### config.mk
export PLATFORM = sky130hd
export DESIGN_NAME = or1420Fabric
export DESIGN_NICKNAME = d
export VERILOG_FILES = /design/src/logic/socPkg.sv /design/src/logic/busArbiter.sv /design/src/logic/byteSwapInstr.sv /design/src/logic/microDelayInstr.sv /design/src/logic/or1420Fabric.sv /design/src/logic/resetStretcher.sv
export SDC_FILE = /design/constraint.sdc
export NUM_CORES = 1
export LEC_CHECK = 0
export ABC_AREA = 1
export BUFFER_PORTS_ARGS = -buffer_cell sky130_fd_sc_hd__buf_2
export CAP_MARGIN = 15
export CORE_MARGIN = 2
export CORE_UTILIZATION = 30
export DETAILED_ROUTE_END_ITERATION = 8
export GPL_TIMING_DRIVEN = 0
export HOLD_SLACK_MARGIN = 0.02
export SYNTH_ARGS = -nofsm -noshare
export SYNTH_HDL_FRONTEND = slang
export SYNTH_HIERARCHICAL = 1
export SYNTH_SLANG_ARGS = --single-unit
### constraint.sdc
create_clock -name s_systemClock -period 1.5 [get_ports s_systemClock]
set_input_delay 0.075 -clock s_systemClock [delete_from_list [all_inputs] [get_ports s_systemClock]]
set_output_delay 0.075 -clock s_systemClock [all_outputs]
set_load 0.02 [all_outputs]
### src/logic/socPkg.sv
package socPkg;

  // custom instruction bus widths
  localparam int dataWidth = 32;
  localparam int ciIdWidth = 8;

  // instruction ids on ciN
  localparam logic [ciIdWidth-1:0] swapBytesId = 8'd1;
  localparam logic [ciIdWidth-1:0] microDelayId = 8'd6;

  // top bit of the counter releases the system reset, so 16 cycles
  localparam int resetCountWidth = 5;

  // one CI word, seen whole or as four bytes (byte 0 is the lsb)
  typedef union packed {
    logic [dataWidth-1:0] word;
    logic [3:0][7:0] bytes;
  } ciWord_t;

endpackage

### src/logic/busArbiter.sv
`timescale 1ns/1ns

module busArbiter #(
  parameter int numberOfMasters = 4,
  parameter int busTimeoutCycles = 16
) (
  input  logic                       s_systemClock,
  input  logic                       s_pllLocked,
  input  logic                       systemReset,
  input  logic [numberOfMasters-1:0] busRequests,
  input  logic                       beginTransaction,
  input  logic                       endTransactionIn,
  input  logic                       dataValid,
  output logic [numberOfMasters-1:0] busGrants,
  output logic                       busIdle,
  output logic                       busError,
  output logic                       endTransactionOut
);

  localparam int watchdogWidth = $clog2(busTimeoutCycles + 1);
  localparam logic [watchdogWidth-1:0] lastSilentCount = watchdogWidth'(busTimeoutCycles - 1);

  logic [numberOfMasters-1:0] grantReg;
  logic [numberOfMasters-1:0] priorityGrant;
  logic [watchdogWidth-1:0]   watchdogCount;
  logic                       grantActive;
  logic                       silentCycle;
  logic                       releaseGrant;
  logic                       timeoutReg;

  assign grantActive = |grantReg;
  assign silentCycle = grantActive & ~beginTransaction & ~dataValid;
  // the watchdog end also frees the bus even if the end pulse is not fed back
  assign releaseGrant = endTransactionIn | timeoutReg;

  // highest requesting index wins, later iterations overwrite earlier ones
  always_comb begin
    priorityGrant = '0;
    for (int index = 0; index < numberOfMasters; index++) begin
      if (busRequests[index]) begin
        priorityGrant = '0;
        priorityGrant[index] = 1'b1;
      end
    end
  end

  always_ff @(posedge s_systemClock or negedge s_pllLocked) begin
    if (~s_pllLocked) begin
      grantReg <= '0;
    end else if (systemReset) begin
      grantReg <= '0;
    end else if (grantActive) begin
      if (releaseGrant) begin
        grantReg <= '0; // rearbitration waits one more edge
      end
    end else begin
      grantReg <= priorityGrant;
    end
  end

  // counts edges on which the granted master stays quiet
  always_ff @(posedge s_systemClock or negedge s_pllLocked) begin
    if (~s_pllLocked) begin
      watchdogCount <= '0;
    end else if (systemReset | ~silentCycle | releaseGrant) begin
      watchdogCount <= '0;
    end else begin
      watchdogCount <= watchdogCount + 1'b1;
    end
  end

  always_ff @(posedge s_systemClock or negedge s_pllLocked) begin
    if (~s_pllLocked) begin
      timeoutReg <= 1'b0;
    end else if (systemReset) begin
      timeoutReg <= 1'b0;
    end else begin
      timeoutReg <= silentCycle & ~releaseGrant & (watchdogCount == lastSilentCount);
    end
  end

  assign busGrants = grantReg;
  assign busIdle = ~grantActive;
  assign busError = timeoutReg; // error and end always pulse together
  assign endTransactionOut = timeoutReg;

endmodule

### src/logic/byteSwapInstr.sv
`timescale 1ns/1ns

module byteSwapInstr import socPkg::*; #(
  parameter logic [ciIdWidth-1:0] customInstructionId = swapBytesId
) (
  input  logic                 systemReset,
  input  logic                 ciStart,
  input  logic [ciIdWidth-1:0] ciN,
  input  logic [dataWidth-1:0] ciDataA,
  input  logic [dataWidth-1:0] ciDataB,
  output logic                 ciDone,
  output ciWord_t              ciResult
);

  ciWord_t operand;
  ciWord_t swapped;
  logic selected;

  assign selected = ciStart & (ciN == customInstructionId) & ~systemReset;

  always_comb begin
    operand.word = ciDataA;
    if (ciDataB[0]) begin
      // swap inside each halfword
      swapped.bytes = {operand.bytes[2], operand.bytes[3], operand.bytes[0], operand.bytes[1]};
    end else begin
      // full endian reversal
      swapped.bytes = {operand.bytes[0], operand.bytes[1], operand.bytes[2], operand.bytes[3]};
    end
  end

  // answers in the start cycle, silent otherwise so the top can OR results
  always_comb begin
    ciDone = selected;
    ciResult.word = selected ? swapped.word : '0;
  end

endmodule

### src/logic/microDelayInstr.sv
`timescale 1ns/1ns

module microDelayInstr import socPkg::*; #(
  parameter logic [ciIdWidth-1:0] customInstructionId = microDelayId,
  parameter int cyclesPerMicrosecond = 4
) (
  input  logic                 s_systemClock,
  input  logic                 s_pllLocked,
  input  logic                 systemReset,
  input  logic                 ciStart,
  input  logic [ciIdWidth-1:0] ciN,
  input  logic [dataWidth-1:0] ciDataA,
  output logic                 ciDone,
  output logic [dataWidth-1:0] ciResult
);

  localparam int prescaleWidth = (cyclesPerMicrosecond > 1) ? $clog2(cyclesPerMicrosecond) : 1;
  localparam logic [prescaleWidth-1:0] prescaleReload = prescaleWidth'(cyclesPerMicrosecond - 1);

  logic                     busy;
  logic                     doneReg;
  logic [prescaleWidth-1:0] prescaleCount;
  logic [dataWidth-1:0]     microCount;
  logic                     startDelay;
  logic                     microTick;
  logic                     countExhausted;

  assign startDelay = ciStart & (ciN == customInstructionId) & ~busy; // busy drops new starts
  assign microTick = (prescaleCount == '0);
  assign countExhausted = (microCount == '0);

  always_ff @(posedge s_systemClock or negedge s_pllLocked) begin
    if (~s_pllLocked) begin
      busy <= 1'b0;
      doneReg <= 1'b0;
      prescaleCount <= '0;
      microCount <= '0;
    end else if (systemReset) begin
      busy <= 1'b0;
      doneReg <= 1'b0;
      prescaleCount <= '0;
      microCount <= '0;
    end else begin
      doneReg <= 1'b0;
      if (startDelay) begin
        busy <= 1'b1;
        microCount <= ciDataA;
        prescaleCount <= prescaleReload;
      end else if (busy) begin
        if (countExhausted) begin
          // one extra edge after the last tick before answering
          busy <= 1'b0;
          doneReg <= 1'b1;
        end else if (microTick) begin
          microCount <= microCount - 1'b1;
          prescaleCount <= prescaleReload;
        end else begin
          prescaleCount <= prescaleCount - 1'b1;
        end
      end
    end
  end

  assign ciDone = doneReg;
  assign ciResult = '0; // the delay returns no value

endmodule

### src/logic/or1420Fabric.sv
`timescale 1ns/1ns

module or1420Fabric import socPkg::*; #(
  parameter int cyclesPerMicrosecond = 4,
  parameter int numberOfMasters = 4,
  parameter int busTimeoutCycles = 16
) (
  input  logic                       s_systemClock,
  input  logic                       s_pllLocked,
  input  logic                       ciStart,
  input  logic [ciIdWidth-1:0]       ciN,
  input  logic [dataWidth-1:0]       ciDataA,
  input  logic [dataWidth-1:0]       ciDataB,
  input  logic [numberOfMasters-1:0] busRequests,
  input  logic                       beginTransaction,
  input  logic                       endTransactionIn,
  input  logic                       dataValid,
  output logic                       systemReset,
  output logic                       ciDone,
  output logic [dataWidth-1:0]       ciResult,
  output logic [numberOfMasters-1:0] busGrants,
  output logic                       busIdle,
  output logic                       busError,
  output logic                       endTransaction
);

  logic                 swapDone;
  ciWord_t              swapResult;
  logic                 delayDone;
  logic [dataWidth-1:0] delayResult;
  logic                 arbiterEndTransaction;

  resetStretcher resetStretch (
    .s_systemClock(s_systemClock),
    .s_pllLocked(s_pllLocked),
    .systemReset(systemReset)
  );

  // every CI unit sees the same strobe, opcode and operands
  byteSwapInstr #(
    .customInstructionId(swapBytesId)
  ) swapBytes (
    .systemReset(systemReset),
    .ciStart(ciStart),
    .ciN(ciN),
    .ciDataA(ciDataA),
    .ciDataB(ciDataB),
    .ciDone(swapDone),
    .ciResult(swapResult)
  );

  microDelayInstr #(
    .customInstructionId(microDelayId),
    .cyclesPerMicrosecond(cyclesPerMicrosecond)
  ) microDelay (
    .s_systemClock(s_systemClock),
    .s_pllLocked(s_pllLocked),
    .systemReset(systemReset),
    .ciStart(ciStart),
    .ciN(ciN),
    .ciDataA(ciDataA),
    .ciDone(delayDone),
    .ciResult(delayResult)
  );

  // idle units drive zero, so a plain OR merges the answers
  assign ciDone = swapDone | delayDone;
  assign ciResult = swapResult.word | delayResult;

  busArbiter #(
    .numberOfMasters(numberOfMasters),
    .busTimeoutCycles(busTimeoutCycles)
  ) arbiter (
    .s_systemClock(s_systemClock),
    .s_pllLocked(s_pllLocked),
    .systemReset(systemReset),
    .busRequests(busRequests),
    .beginTransaction(beginTransaction),
    .endTransactionIn(endTransactionIn),
    .dataValid(dataValid),
    .busGrants(busGrants),
    .busIdle(busIdle),
    .busError(busError),
    .endTransactionOut(arbiterEndTransaction)
  );

  assign endTransaction = endTransactionIn | arbiterEndTransaction; // masters plus watchdog end

endmodule

### src/logic/resetStretcher.sv
`timescale 1ns/1ns

module resetStretcher import socPkg::*; (
  input  logic s_systemClock,
  input  logic s_pllLocked,
  output logic systemReset
);

  logic [resetCountWidth-1:0] resetCount;
  logic countDone;

  assign countDone = resetCount[resetCountWidth-1];

  // restarts whenever the pll drops lock, then freezes once the top bit is set
  always_ff @(posedge s_systemClock or negedge s_pllLocked) begin
    if (~s_pllLocked) begin
      resetCount <= '0;
    end else if (~countDone) begin
      resetCount <= resetCount + 1'b1;
    end
  end

  assign systemReset = ~countDone; // held high for 2**(width-1) edges after lock

endmodule

==> impl_metrics.csv, run 1 <==
group,metric,value,unit
detailed_routing,wl,17150,microns
sta,slew_viol_final,0,
floorplanning,core-area,0.01658,sq mm
power,ir_drop,760.2,uV
final_layout,layout-drive-gt1-share,35.33,%
floorplanning,start_util,30.78,%
detailed_routing,postRouteAntennaNets,0,
logic_synthesis,synth_warnings,6,
logic_synthesis,yosysMostFrequentCell,"nand2_1",
power,seqPwrFrac,22.9,%
logic_synthesis,synth-async-reset-ratio,100.0,%
detailed_routing,drc,0,
setup_path,crit_type,"reg -> reg",
setup_path,path_max_fanout,10,
final_layout,layoutNonFillerInstCount,1239,
detailed_routing,vias,5690,
setup_path,start_kind,"register",
detailed_routing,drt_iter0_drc,388,
logic_synthesis,netlist_top_cells_area,"dfrtp_1 25%, nand2_1 21%, inv_1 11%, nor2_1 6.0%, nor3_2 5.7%",
power,p_clk_share,13.5,%
detailed_routing,wl_per_cell,13.84,microns
setup_path,arrival,1.99,ns
floorplanning,row_count,47,
global_routing,grt_pass1_wl,25630,microns
min_path,hold_path_class,"in -> reg",
place,place_area,0.006008,sq mm
sta,rsz0062_at_grt,"yes",
clock_network,clk_latency,0.30,ns
clock_network,cts_tree,"yes",
place,gp_congestion,0.9379,
sta,fin_crit_sh,121.0,%
sta,tns,-13.19,ns
final_layout,final_net_count,1105,
setup_path,path_delay_family,"simple AND/OR/NAND/NOR gates",
setup_path,worstPathRequired,1.68,ns
global_routing,grt.total_usage,17.82,%
sta,hold_viol,0,
power,intPower,5.176,mW
clock_network,cts_root_buf,"clkbuf_16",
final_layout,num_antenna_cells,0,
sta,relSlewSlack,60.01,%
floorplanning,fp.dieArea,0.01807,sq mm
logic_synthesis,synth_cell_type_count,35,
logic_synthesis,synth_common_cells,"292 x nand2_1, 156 x inv_1, 82 x nor2_1",
sta,worst_pin_slew,0.5998,ns
setup_path,end_kind,"register",
sta,worst_clock_skew,0.01351,ns
logic_synthesis,ys_seq_elements,51,
detailed_routing,viasPerCell,4.592,
setup_path,slowest_delay,0.42,ns
detailed_routing,drtPass1Iterations,5,
place,dp_hpwl,12040,microns
sta,setup_ws,-0.3154,ns
global_routing,grt_overflow_total,0,
run,cap_violations,0,
logic_synthesis,ys.flop_type,"dfrtp_1",
logic_synthesis,avgSynthCellArea,6.040,sq um
floorplanning,pin_count,123,
floorplanning,die_h,134.4,microns
setup_path,path_cells,"nor2_2 -> nand2_2 -> nor2_4 -> nand2_2 -> nor2_4 -> nand2_4 -> nand3_4 -> nand2_8 -> buf_8 -> nand2_1 -> o21ai_1",
logic_synthesis,synth_area,0.005104,sq mm
power,p_sw_share,48.62,%
logic_synthesis,synth_edf_count,0,
power,p_total,10.07,mW
setup_path,path_buf_inv,1,
clock_network,cts.sink_count,51,
power,power_switching,4.898,mW
place,placed_cells,1187,
clock_network,clock_path_buffers,2,
clock_network,cts_max_level,2,
clock_network,cts_buffers,5,
global_routing,grt_pass1_vias,4995,
global_routing,antenna_found_initial,0,
place,io_buffers,90,
sta,max_clock_freq,550.9,MHz
logic_synthesis,synth.largest_area_cell,"dfrtp_1",
power,combPwrFrac,63.6,%
logic_synthesis,seq_area_frac_synth,25.01,%
run_status,violations,"setup timing",
run_status,status,"finished, violations left",
setup_path,cp_slowest_cell,"dfrtp_1",
power,p_per_area,1363,mW/mm^2
final_layout,synthToLayoutAreaGrowth,44.79,%
power,leakage,3.943,nW
final_layout,final_cell_area,0.007390,sq mm
logic_synthesis,syn_inst,845,
floorplanning,fp.dieW,134.4,microns
clock_network,cts.clk_slew.worst_paths,0.08,ns
place,dpl_worst_slack,-0.4517,ns
sta,setup_viol,67,
sta,fin_crit,1.815,ns
logic_synthesis,synth_top_area_share,25.01,%
global_routing,grt_max_degree,30,
==> final timing paths <==
check                                         startpoint                        to  slack, ns  depth (start not counted)
worst min register to register  arbiter/watchdogCount[0]  arbiter/watchdogCount[0]       0.50                          1
worst max register to register  microDelay/microCount[9]  microDelay/microCount[5]      -0.32                         11
max in group asynchronous                    s_pllLocked  microDelay/microCount[2]       0.59                          3
worst max-delay path            microDelay/microCount[9]  microDelay/microCount[5]      -0.32                         11
worst min-delay path                      busRequests[2]      arbiter/busGrants[2]       0.05                          3
min in group asynchronous                    s_pllLocked  microDelay/microCount[8]       0.31                          2
==> flip-flops by register name (all words and copies together) (netlist names) <==
name,count
arbiter/busGrants,4
microDelay/busy,1
resetStretch/resetCount,5
microDelay/ciDone,1
microDelay/prescaleCount,2
arbiter/busError,1
arbiter/watchdogCount,5
microDelay/microCount,32
==> worst reg2reg max path, cell delays in order (launching register included) <==
cell     delay (ns)
dfrtp_1        0.42
nor2_2         0.17
nand2_2        0.10
nor2_4         0.15
nand2_2        0.08
nor2_4         0.13
nand2_4        0.08
nand3_4        0.09
nand2_8        0.12
buf_8          0.18
nand2_1        0.08
o21ai_1        0.09
==> kinds of logic (layout without fill, tap and decap cells) <==
group | after synthesis | count (layout) | synth area share [%]
simple gates | 499 | 499 | 45.23
xor+xnor | 14 | 14 | 2.403
buf+inv | 219 | 362 | 20.49
flops | 51 | 51 | 25.01
other cells | 1 | 32 | 0.07348
fa+ha+maj | 5 | 5 | 1.226
compound gates | 56 | 56 | 5.565
==> metal layers <==
layer,vias up,GRT usage [%],routed length [microns],part of all wire (%)
met5,-,0,0,0
met2,196,28.00,7817,46
met4,0,4.795,318,1.9
met1,2652,25.85,7869,46
met3,21,2.041,1145,6.7
li1,2821,-,-,-
==> what timing repair did <==
| action | CTS | global route |
|---|---|---|
| gates cloned | 3 | 4 |
| hold endpoints to repair | 22 | 0 |
| setup endpoints to repair | 67 | 69 |
| setup buffers | 27 | 9 |
| gates resized for setup | 125 | 94 |
| pin swaps | 27 | 83 |
| hold buffers | 1 | 0 |
==> cells in the final DEF, fill, tap and decap left out, types with 3 or more instances in the layout <==
cell / synthesis / layout
buf_6: 10 / 41
clkbuf_16: 0 / 9
ha_1: 5 / 4
nand2_4: 3 / 7
nor3_1: 7 / 4
nor3_4: 0 / 21
nand3_2: 3 / 8
nand3_4: 1 / 3
nor3_2: 29 / 11
buf_12: 0 / 4
a21oi_1: 10 / 10
o21ai_2: 0 / 3
o21ai_0: 33 / 30
buf_16: 0 / 3
clkbuf_2: 0 / 4
dfrtp_2: 0 / 6
nand4_1: 4 / 4
nor2_1: 82 / 59
nor2_2: 9 / 21
or2_2: 8 / 8
buf_2: 8 / 63
nor2_4: 3 / 14
o21ai_1: 11 / 11
xor2_1: 12 / 12
nand2_1: 292 / 248
dfrtp_1: 51 / 45
inv_1: 156 / 152
nand3_1: 48 / 41
nand2_2: 6 / 44
inv_2: 4 / 7
buf_8: 1 / 5
buf_4: 33 / 67
conb_1: 1 / 32
==> metrics by stage <==
stage / utilization [%] / hold slack [ns]
2_1_floorplan: - / -0.2206
3_3_place_gp: 36.11 / 0.3624
3_5_place_dp: 36.23 / 0.1303
4_1_cts: 41.45 / 0.05031
5_1_grt: 44.56 / 0.07781
6_report: 44.56 / 0.05369
==> power groups by stage <==
stage	clock network [mW]	logic [mW]	registers, mW
2_1_floorplan	0	3.70	2.16
3_3_place_gp	0	4.67	2.26
3_5_place_dp	0	4.73	2.26
4_1_cts	1.40	5.63	2.22
5_1_grt	1.44	7.09	2.34
6_report	1.36	6.41	2.31
==> final cells by class <==
cell class,count,area (sq um)
well taps,220,275.3
plain buffers,57,496.7
multi-input cells,606,3388
repair buffers,135,1151
clock inverters,3,43.79
inverters,162,625.6
fillers,1730,9194
clock buffers,5,125.1
flip-flops and latches,51,1284
(Power assumes the default switching activity.)
==> run 2, diff against run 1 <==
--- a/config.mk
+++ b/config.mk
@@ -8,11 +8,14 @@
 export ABC_AREA = 1
 export BUFFER_PORTS_ARGS = -buffer_cell sky130_fd_sc_hd__buf_2
 export CAP_MARGIN = 15
+export CORE_ASPECT_RATIO = 2
 export CORE_MARGIN = 2
 export CORE_UTILIZATION = 30
 export DETAILED_ROUTE_END_ITERATION = 8
 export GPL_TIMING_DRIVEN = 0
 export HOLD_SLACK_MARGIN = 0.02
+export REMOVE_ABC_BUFFERS = 1
+export SKIP_LAST_GASP = 1
 export SYNTH_ARGS = -nofsm -noshare
 export SYNTH_HDL_FRONTEND = slang
 export SYNTH_HIERARCHICAL = 1
==> run 2 against run 1 <==
The flow still finishes with violations (setup timing); critical path depth rose by 1; fmax fell by 1.5%; clock skew grew 0.0021 ns; clock power is 8% lower; final cell count shrank 5.0%; via count is 3.3% lower; clock-buffer cell count up 1; largest cell class unchanged.
==> impl_metrics.csv, run 2 (synthesis results as in run 1) <==
group,metric,value,unit
floorplanning,core-area,0.01668,sq mm
final_layout,layout-drive-gt1-share,33.92,%
floorplanning,fp.dieArea,0.01814,sq mm
detailed_routing,viasPerCell,4.674,
final_layout,n_fill_cell,1718,
power,p_per_area,1415,mW/mm^2
global_routing,grt_max_degree,37,
setup_path,reg2reg_to,"microDelay/microCount[1]",
global_routing,grt.total_usage,18.96,%
final_layout,final_common_cell,"nand2_1",
sta,fin_hold_ws,0.03014,ns
sta,fin_crit_sh,122.9,%
min_path,min_from,"busRequests[1]",
run,cap_violations,0,
detailed_routing,drt_iter0_drc,242,
place,place_area,0.005520,sq mm
detailed_routing,vias,5501,
global_routing,grt_overflow_total,0,
final_layout,largestRegisters,"microDelay/microCount x32, arbiter/watchdogCount x5, resetStretch/resetCount x5",
final_layout,seqCellArea,0.001289,sq mm
detailed_routing,drtPass1Iterations,4,
final_layout,synthToLayoutAreaGrowth,35.84,%
clock_network,cts.clk_slew.worst_paths,0.08,ns
clock_network,clk_latency,0.31,ns
global_routing,grt_pass1_vias,5260,
final_layout,final_cell_mix,"243 x nand2_1, 151 x inv_1, 63 x buf_2",
floorplanning,pin_count,123,
final_layout,largest_register_ffs,32,
setup_path,rr_worst_depth,12,
setup_path,worstPathRequired,1.69,ns
setup_path,path_max_fanout,8,
sta,worst_clock_skew,0.01559,ns
min_path,hold_path_class,"in -> reg",
setup_path,end_kind,"register",
setup_path,start_kind,"register",
run_status,violations,"setup timing",
final_layout,top_register,"microDelay/microCount",
clock_network,cts_buffers,5,
place,io_buffers,91,
setup_path,rrSetupSlack,-0.34,ns
detailed_routing,drc,0,
sta,rsz0062_at_grt,"yes",
place,gp_congestion,0.9135,
sta,setup_ws,-0.3438,ns
sta,relSlewSlack,40.20,%
sta,fin_crit,1.844,ns
sta,max_clock_freq,542.4,MHz
detailed_routing,postRouteAntennaNets,0,
sta,worst_pin_slew,0.8960,ns
clock_network,cts.sink_count,51,
final_layout,multi_input_area,0.003546,sq mm
global_routing,grt_pass1_wl,26190,microns
setup_path,arrival,2.03,ns
final_layout,final_core_util,41.56,%
min_path,hold_path_end,"arbiter/busGrants[1]",
final_layout,final_cell_area,0.006933,sq mm
floorplanning,start_util,30.59,%
place,dpl_worst_slack,-1.073,ns
place,dp_hpwl,10780,microns
final_layout,final_net_count,1056,
power,leakage,3.599,nW
clock_network,cts_max_level,2,
detailed_routing,wl_per_cell,14.95,microns
final_layout,num_antenna_cells,0,
floorplanning,fp.dieW,96.23,microns
floorplanning,row_count,67,
floorplanning,die_h,188.5,microns
sta,setup_viol,67,
clock_network,cts_tree,"yes",
sta,slew_viol_final,0,
setup_path,crit_type,"reg -> reg",
detailed_routing,wl,17590,microns
power,ir_drop,632.2,uV
global_routing,antenna_found_initial,0,
clock_network,cts_root_buf,"clkbuf_16",
sta,hold_viol,0,
setup_path,r2r_start,"microDelay/microCount[0]",
clock_network,clock_path_buffers,2,
run_status,status,"finished, violations left",
min_path,hold_depth,3,
## run 2: cell types whose count changed in the layout (fill, tap and decap cells not counted), sizes merged
| cell | change |
|---|---|
| bufinv | -1 |
| clkinv | +2 |
| clkbuf | -7 |
| nand3 | +1 |
| buf | -54 |
| nand2 | +8 |
| inv | -1 |
| clkinvlp | +3 |
## run 2: metrics by stage
stage	power [mW]	TNS, ns	cells
2_1_floorplan	5.641	-12.92	819
3_3_place_gp	6.775	-45.12	1117
3_5_place_dp	6.843	-45.71	1118
4_1_cts	9.155	-14.18	1168
5_1_grt	10.56	-21.63	1177
6_report	9.808	-17.17	1177
## run 2: cell type report
type / count / share of cell area (%)
repair buffers: 130 / 14.37
repair inverters: 4 / 0.8121
well taps: 207 / 3.736
flip-flops and latches: 51 / 18.59
inverters: 162 / 9.114
multi-input cells: 615 / 51.15
clock inverters: 2 / 0.2346
clock buffers: 6 / 2.003
## run 2: critical path, stage by stage, from the launching register on
cell     delay [ns]
dfrtp_1        0.39
inv_2          0.12
ha_4           0.17
nand2_4        0.07
nor2_8         0.14
inv_2          0.05
nor2_4         0.13
nand2_4        0.09
nand3_4        0.11
buf_12         0.17
nand2_8        0.12
nand2_2        0.10
o21ai_2        0.05
## run 2: metal layers
| metal | vias up | track usage, % | share of wire (%) | wire length [microns] |
|---|---|---|---|---|
| met3 | 81 | 2.399 | 4.8 | 850 |
| met1 | 2490 | 17.89 | 32 | 5707 |
| met2 | 193 | 35.90 | 55 | 9618 |
| met5 | - | 0 | 0 | 0 |
| li1 | 2737 | - | - | - |
| met4 | 0 | 12.75 | 8.1 | 1417 |
## run 2: worst max-delay path by stage
stage | startpoint | end
after detailed placement | ciN[7] | microDelay/microCount[26]
after global routing | microDelay/microCount[0] | microDelay/microCount[1]
after global placement | resetStretch/resetCount[4] | microDelay/microCount[26]
after floorplan | microDelay/microCount[0] | microDelay/microCount[18]
final | microDelay/microCount[0] | microDelay/microCount[1]
after CTS | resetStretch/resetCount[4] | ciResult[1]
## run 2: where the power goes
group / leakage (nW) / switching, mW / internal [mW]
clock network: 0.0731 / 0.585 / 0.670
logic: 2.86 / 3.82 / 2.37
registers: 0.669 / 0.576 / 1.79
## run 2: repair_timing
item	in CTS	in global routing
setup buffers	30	9
hold buffers	1	0
cloned	11	2
gates resized for setup	124	98
setup endpoints to repair	69	67
pin swaps	48	60
endpoints found under the hold margin	15	0
